[config.mk]
export PLATFORM = sky130hd
export DESIGN_NAME = stream_merge_top
export DESIGN_NICKNAME = d
export VERILOG_FILES = /design/src/logic/stream_pkg.sv /design/src/logic/stream_ready_buffer.sv /design/src/logic/stream_packet_arbiter.sv /design/src/logic/stream_merge_top.sv
export VERILOG_INCLUDE_DIRS = /design/src /design/src/logic
export SDC_FILE = /design/constraint.sdc
export NUM_CORES = 1
export LEC_CHECK = 0
export BUFFER_PORTS_ARGS = -buffer_cell sky130_fd_sc_hd__buf_2
export CORE_MARGIN = 10
export CORE_UTILIZATION = 49
export CTS_CLUSTER_DIAMETER = 80
export DETAILED_ROUTE_END_ITERATION = 12
export GPL_TIMING_DRIVEN = 0
export PLACE_DENSITY = 0.76
export SYNTH_ARGS = -nofsm -noshare
export SYNTH_HDL_FRONTEND = slang
export SYNTH_SLANG_ARGS = --single-unit
[constraint.sdc]
create_clock -name aclk -period 2 [get_ports aclk]
set_input_delay 0.4 -clock aclk [delete_from_list [all_inputs] [get_ports aclk]]
set_output_delay 0.4 -clock aclk [all_outputs]
set_load 0.03 [all_outputs]
[src/logic/stream_settings.svh]
`ifndef STREAM_SETTINGS_SVH
`define STREAM_SETTINGS_SVH

// Data bits carried by every beat.
`define STREAM_DATA_WIDTH 16

// Ready buffers chained on the merged output.
// Must be at least 1.
`define STREAM_OUT_SLICES 2

`endif

[src/logic/stream_pkg.sv]
`include "stream_settings.svh"

package stream_pkg;

    // ------------------------------
    // Beat layouts
    // ------------------------------

    // One input beat, data and last flag.
    typedef struct packed {
        logic [`STREAM_DATA_WIDTH-1:0] tdata;
        logic                          tlast;
    } in_beat_t;

    // One merged beat, tagged with the source number.
    typedef struct packed {
        logic                          tid;
        logic [`STREAM_DATA_WIDTH-1:0] tdata;
        logic                          tlast;
    } out_beat_t;

    // ------------------------------
    // Arbiter state
    // ------------------------------

    // Idle, or a packet open from source 0 or source 1.
    typedef enum logic [1:0] {
        ARB_IDLE = 2'd0,
        ARB_SRC0 = 2'd1,
        ARB_SRC1 = 2'd2
    } arb_state_t;

endpackage

[src/logic/stream_ready_buffer.sv]
`timescale 1ns/1ps

`include "stream_settings.svh"

// One-beat slice on a valid/ready link.
// Cuts the ready path with a register.
// Forward path stays zero latency while the slice is empty.
module stream_ready_buffer #(
    int WIDTH = `STREAM_DATA_WIDTH
) (
    input  logic             aclk,
    input  logic             areset_n,
    input  logic             rx_valid,
    input  logic [WIDTH-1:0] rx_data,
    output logic             rx_ready,
    output logic             tx_valid,
    output logic [WIDTH-1:0] tx_data,
    input  logic             tx_ready
);

    // ------------------------------
    // Declarations
    // ------------------------------

    // Pass-through or presenting the stored beat.
    typedef enum logic {
        BUF_IDLE,
        BUF_HELD
    } buf_state_t;

    buf_state_t       state;
    // Last beat seen while rx_ready was high.
    logic [WIDTH-1:0] held_data;

    // ------------------------------
    // Control
    // ------------------------------

    // Hold a beat that was taken in while the sink stalled.
    // Release it as soon as the sink is ready again.
    always_ff @(posedge aclk or negedge areset_n) begin
        if (!areset_n) begin
            state <= BUF_IDLE;
        end else begin
            unique case (state)
                BUF_IDLE: begin
                    // Accepted upstream, refused downstream.
                    if (rx_valid && rx_ready && !tx_ready) begin
                        state <= BUF_HELD;
                    end
                end
                BUF_HELD: begin
                    if (tx_ready) begin
                        state <= BUF_IDLE;
                    end
                end
                default: begin
                    state <= BUF_IDLE;
                end
            endcase
        end
    end

    // Upstream ready is downstream ready, one cycle late.
    // Low after reset, so nothing enters before the sink is seen.
    always_ff @(posedge aclk or negedge areset_n) begin
        if (!areset_n) begin
            rx_ready <= 1'b0;
        end else begin
            rx_ready <= tx_ready;
        end
    end

    // ------------------------------
    // Payload
    // ------------------------------

    // Capture on every open cycle.
    // rx_ready is low while held, so the stored beat is safe.
    always_ff @(posedge aclk) begin
        if (rx_ready) begin
            held_data <= rx_data;
        end
    end

    // Output select.
    always_comb begin
        unique case (state)
            BUF_HELD: begin
                tx_valid = 1'b1;
                tx_data  = held_data;
            end
            default: begin
                // Straight through, gated by our own ready.
                tx_valid = rx_valid && rx_ready;
                tx_data  = rx_data;
            end
        endcase
    end

    // ------------------------------
    // Checks
    // ------------------------------

    // A stalled beat stays put until taken.
    assert property (@(posedge aclk) disable iff (!areset_n)
        tx_valid && !tx_ready |=> tx_valid && $stable(tx_data));

    // Held state presents its beat with the input closed.
    assert property (@(posedge aclk) disable iff (!areset_n)
        state == BUF_HELD |-> tx_valid && !rx_ready);

endmodule

[src/logic/stream_packet_arbiter.sv]
`timescale 1ns/1ps

`include "stream_settings.svh"

// Two-source packet arbiter.
// Grant is locked for a whole packet and alternates between packets.
// Purely combinational from inputs to outputs.
module stream_packet_arbiter (
    input  logic                  aclk,
    input  logic                  areset_n,
    input  logic                  s0_valid,
    input  stream_pkg::in_beat_t  s0_beat,
    output logic                  s0_ready,
    input  logic                  s1_valid,
    input  stream_pkg::in_beat_t  s1_beat,
    output logic                  s1_ready,
    output logic                  arb_valid,
    output stream_pkg::out_beat_t arb_beat,
    input  logic                  arb_ready
);

    // ------------------------------
    // Declarations
    // ------------------------------

    // Open packet, if any.
    stream_pkg::arb_state_t arb_state;
    // Source whose packet finished most recently.
    logic                   last_src;

    // Current grant.
    logic                   grant_en;
    logic                   grant_src;
    // Beat of the granted source.
    stream_pkg::in_beat_t   sel_beat;
    // Beat handed over this cycle.
    logic                   accept;

    // ------------------------------
    // Grant
    // ------------------------------

    always_comb begin
        grant_en  = 1'b0;
        grant_src = 1'b0;
        unique case (arb_state)
            stream_pkg::ARB_IDLE: begin
                // Both waiting, the one not served last wins.
                if (s0_valid && s1_valid) begin
                    grant_en  = 1'b1;
                    grant_src = ~last_src;
                end else if (s0_valid) begin
                    grant_en  = 1'b1;
                    grant_src = 1'b0;
                end else if (s1_valid) begin
                    grant_en  = 1'b1;
                    grant_src = 1'b1;
                end
            end
            stream_pkg::ARB_SRC0: begin
                // Locked to source 0 until its last beat.
                grant_en  = 1'b1;
                grant_src = 1'b0;
            end
            stream_pkg::ARB_SRC1: begin
                grant_en  = 1'b1;
                grant_src = 1'b1;
            end
            default: begin
                // Unused encoding, grant nothing.
                grant_en  = 1'b0;
                grant_src = 1'b0;
            end
        endcase
    end

    // ------------------------------
    // Data path and handshake
    // ------------------------------

    // Beat mux.
    assign sel_beat = grant_src ? s1_beat : s0_beat;

    // Tag with the source number.
    always_comb begin
        arb_beat.tid   = grant_src;
        arb_beat.tdata = sel_beat.tdata;
        arb_beat.tlast = sel_beat.tlast;
    end

    // Valid only from the granted source.
    assign arb_valid = grant_en && (grant_src ? s1_valid : s0_valid);

    // Ready goes to the granted source only.
    assign s0_ready = grant_en && !grant_src && arb_ready;
    assign s1_ready = grant_en && grant_src && arb_ready;

    assign accept = arb_valid && arb_ready;

    // ------------------------------
    // State
    // ------------------------------

    // Lock on a middle beat, release on the last beat.
    // last_src starts at 1 so source 0 goes first.
    always_ff @(posedge aclk or negedge areset_n) begin
        if (!areset_n) begin
            arb_state <= stream_pkg::ARB_IDLE;
            last_src  <= 1'b1;
        end else if (accept) begin
            if (sel_beat.tlast) begin
                arb_state <= stream_pkg::ARB_IDLE;
                last_src  <= grant_src;
            end else if (grant_src) begin
                arb_state <= stream_pkg::ARB_SRC1;
            end else begin
                arb_state <= stream_pkg::ARB_SRC0;
            end
        end
    end

    // ------------------------------
    // Checks
    // ------------------------------

    // One ready at a time.
    assert property (@(posedge aclk) disable iff (!areset_n)
        !(s0_ready && s1_ready));

    // After a middle beat, output valid follows the source of the open packet.
    assert property (@(posedge aclk) disable iff (!areset_n)
        accept && !arb_beat.tlast |=> arb_beat.tid == $past(arb_beat.tid)
            && arb_valid == ($past(arb_beat.tid) ? s1_valid : s0_valid));

    // Open packet keeps the other source out.
    assert property (@(posedge aclk) disable iff (!areset_n)
        arb_state == stream_pkg::ARB_SRC0 |-> !s1_ready);

    assert property (@(posedge aclk) disable iff (!areset_n)
        arb_state == stream_pkg::ARB_SRC1 |-> !s0_ready);

endmodule

[src/logic/stream_merge_top.sv]
`timescale 1ns/1ps

`include "stream_settings.svh"

// Two-stream merge.
// Packet arbiter followed by a chain of ready buffers.
module stream_merge_top (
    input  logic                  aclk,
    input  logic                  areset_n,
    input  logic                  s0_valid,
    input  stream_pkg::in_beat_t  s0_beat,
    output logic                  s0_ready,
    input  logic                  s1_valid,
    input  stream_pkg::in_beat_t  s1_beat,
    output logic                  s1_ready,
    output logic                  m_valid,
    output stream_pkg::out_beat_t m_beat,
    input  logic                  m_ready
);

    // ------------------------------
    // Chain links
    // ------------------------------

    // Link 0 is the arbiter output.
    // Link N is the merged output.
    localparam int N = `STREAM_OUT_SLICES;

    logic                  chain_valid [0:N];
    stream_pkg::out_beat_t chain_beat  [0:N];
    logic                  chain_ready [0:N];

    // ------------------------------
    // Arbiter
    // ------------------------------

    stream_packet_arbiter u_arbiter (
        .aclk      (aclk),
        .areset_n  (areset_n),
        .s0_valid  (s0_valid),
        .s0_beat   (s0_beat),
        .s0_ready  (s0_ready),
        .s1_valid  (s1_valid),
        .s1_beat   (s1_beat),
        .s1_ready  (s1_ready),
        .arb_valid (chain_valid[0]),
        .arb_beat  (chain_beat[0]),
        .arb_ready (chain_ready[0])
    );

    // ------------------------------
    // Ready buffers
    // ------------------------------

    // Each slice adds one cycle to the ready path only.
    genvar k;
    generate
        for (k = 0; k < N; k++) begin : g_slice
            stream_ready_buffer #(
                .WIDTH ($bits(stream_pkg::out_beat_t))
            ) u_slice (
                .aclk     (aclk),
                .areset_n (areset_n),
                .rx_valid (chain_valid[k]),
                .rx_data  (chain_beat[k]),
                .rx_ready (chain_ready[k]),
                .tx_valid (chain_valid[k+1]),
                .tx_data  (chain_beat[k+1]),
                .tx_ready (chain_ready[k+1])
            );
        end
    endgenerate

    // Chain end to the outside.
    assign m_valid      = chain_valid[N];
    assign m_beat       = chain_beat[N];
    assign chain_ready[N] = m_ready;

endmodule

==> flow_summary.yaml <==
outcome:
  outcome: "complete, but fails checks"
  violations: "setup timing"
clocking:
  ctsRootBufferMaster: "clkbuf_8"
  insertion_delay_ns: 0.30
  cts.sinks: 43
  clock_path_buffers: 2
  cts_htree_levels: 2
  cts-buffers-inserted: 5
  clkTransAtPathRegs_ns: 0.07
  cts_tree: "built"
hold_path:
  worstHoldStart: "m_ready"
  holdPathStages: 1
  hp-class: "input port to flip-flop"
power_and_ir_drop:
  seqPwrFrac_pct: 54.0
  pwr-share-comb_pct: 15.4
  p_switching_mw: 0.474
  p_sw_share_pct: 24.7
  leakage_nw: 1.60
  ir_worst_vdd_mv: 0.319
  p_clk_share_pct: 30.6
  power.density_mw_per_mm2: 504
  p_int_mw: 1.45
timing:
  fmax_ghz: 0.417
  worst_pin_slew_ns: 0.900
  setup_viol: 24
  skew_ns: 0.0132
  slew_headroom_pct: 40.0
  slew_violations: 0
  hold_ws_ns: 0.228
  hold_viol: 0
  post-route-period-util_pct: 120
  fin_ws_ns: -0.396
  period_needed_ns: 2.40
  rsz0062_at_grt: "yes"
critical_path:
  worstReg2RegStart: "u_arbiter.arb_state[0]$_DFFE_PN0N_"
  critPathKind: "flip-flop to primary output"
  crit_arrival_ns: 2.00
  cp_max_fo: 5
  crit_start: "u_arbiter.last_src$_DFFE_PN1P_"
  cp-start-kind: "flip-flop"
  worst-r2r-cell-count: 15
  crit_required_ns: 1.60
  worstSetupEndpointType: "primary output"
synthesis:
  yosys_warnings: 0
  yosysMostFrequentCell: "edfxtp_1"
  yosys.area.top_type_share_pct: 41.1
  synth_edf_count: 36
  synth_cell_types: 27
  synth_cells: 244
  synth-async-reset-ratio_pct: 16.3
  synth_area_mm2: 0.00263
  synthFlopType: "edfxtp_1"
  syn_nets: 286
  yosysTopAreaCell: "edfxtp_1"
  synth-seq-cells: 43
  ys_seq_area_share_pct: 47.9
  ys_top_cells_by_count: "36 x edfxtp_1, 23 x nor2_1, 20 x buf_4"
  synth_area_leaders: "edfxtp_1 41%, mux2_2 8.1%, mux2i_1 6.5%, buf_4 5.7%, dfrtp_1 5.7%"
  avgSynthCellArea_um2: 10.8
global_routing:
  grt_max_degree: 22
  grt_pass1_vias: 2395
  grt_usage_pct: 17.0
  antenna_found_initial: 0
  grt_pass1_wl_um: 11800
  grt.overflow.total: 0
detailed_routing:
  num_vias: 2312
  dr.pass1.iters: 4
  viasPerCell: 5.61
  post-route-drc-count: 0
  drtIter0Drc: 164
  ant_nets: 0
  post_drt_wl_per_cell_um: 19.5
  routed_wl_um: 8020
placement:
  io_buffers: 59
  place_hpwl_um: 4370
  post_dp_cell_area_mm2: 0.00302
  dp_slack_ns: -0.668
  gp_congestion: 0.750
floorplan:
  die_area_mm2: 0.00869
  io_pins: 60
  initial_core_util_pct: 51.1
  die_width_um: 93.2
  core_mm2: 0.00514
  row_count: 26
  die-height_um: 93.2
cells_and_area:
  n_antenna_cell: 0
  drive_gt1_share_pct: 55.3
  final_util_pct: 74.0
  fillCellCount: 353
  syn2layout_area_growth_pct: 44.8
  stdcell_area_mm2: 0.00380
  final_nets: 383
run:
  drv_cap: 0
-- power by group through the flow --
stage / combinational, mW / sequential (mW) / clock (mW)
final: 0.296 / 1.04 / 0.587
after global routing: 0.314 / 1.04 / 0.631
after CTS: 0.257 / 1.03 / 0.582
after detailed placement: 0.213 / 1.05 / 0
after global placement: 0.209 / 1.05 / 0
after floorplan: 0.138 / 1.04 / 0
-- state kept, by name, indices dropped and copies added, names as in the netlist --
register,flops
g_slice.u_slice.held_data,36
u_arbiter.arb_state,2
g_slice.u_slice.state,2
g_slice.u_slice.rx_ready,2
u_arbiter.last_src,1
-- critical path, stage by stage, from the launching register on --
cell and delay (ns):
dfstp_2 0.58, nand2_4 0.08, nand3_4 0.09, buf_6 0.14, buf_12 0.15, mux2i_4 0.24, a31oi_1 0.12, buf_4 0.18
buf_6 0.13
-- cell usage in the layout (no fill, tap or decap), types with 3 or more instances in the layout --
cell	n
a22oi_2	6
dfrtp_1	4
clkbuf_1	3
clkbuf_8	7
mux2_2	17
nor2_1	20
nor2b_1	16
buf_4	51
a22oi_1	11
nand2_1	16
inv_2	4
a31oi_1	16
buf_8	4
mux2i_2	9
and2_1	17
buf_6	21
buf_2	38
edfxtp_1	36
mux2i_4	6
-- timing repair --
item,CTS,global route
hold buffers,1,0
pin swaps,17,14
buffers inserted,39,8
endpoints found under the hold margin,6,0
setup endpoints to repair,21,41
gates resized for setup,72,55
gates cloned,1,0
-- final timing paths --
path                                                        endpoint  slack (ns)
setup / recovery                                           m_beat[7]       -0.40
hold / removal                 g_slice[1].u_slice.rx_ready$_DFF_PN0_        0.23
setup reg to reg           g_slice[1].u_slice.held_data[9]$_DFFE_PP_       -0.28
hold reg to reg                       u_arbiter.last_src$_DFFE_PN1P_        0.56
max in group asynchronous             u_arbiter.last_src$_DFFE_PN1P_        1.30
min in group asynchronous      g_slice[0].u_slice.rx_ready$_DFF_PN0_        0.45
-- through the flow --
step / TNS (ns) / power [mW] / std cells
finish: -6.62 / 1.92 / 412
global route: -8.20 / 1.98 / 412
CTS: -6.57 / 1.87 / 409
detailed placement: -7.41 / 1.27 / 373
global placement: -7.98 / 1.26 / 373
floorplan: 0 / 1.18 / 244
-- cell type report --
type / count / area (um^2) / area share, %
multi-input cells: 165 / 1400 / 36.7
plain buffers: 18 / 178 / 4.67
clock inverters: 1 / 5.00 / 0.132
well taps: 70 / 87.6 / 2.30
clock buffers: 7 / 86.3 / 2.27
repair buffers: 104 / 776 / 20.4
inverters: 4 / 15.0 / 0.395
flip-flops and latches: 43 / 1260 / 33.1
-- routing by layer --
layer,vias to the layer above,part of all wire (%),wire length (um),GRT usage [%]
li1,1062,-,-,-
met1,1121,37,2950,18.3
met2,113,54,4370,31.7
met3,16,7.3,582,4.00
met4,0,1.6,127,5.14
met5,-,0,0,0
-- cells by family (layout without fill, tap and decap cells) --
group / after synthesis / count (layout) / share of synthesized area (%)
multiplexers: 36 / 36 / 14.6
AND/OR/NAND/NOR: 81 / 81 / 15.4
AO/OA/AOI/OAI: 45 / 45 / 12.2
buffers and inverters: 36 / 134 / 8.52
flip-flops: 43 / 43 / 47.9
adder cells (fa/ha/maj): 3 / 3 / 1.43
(Power assumes the default switching activity.)
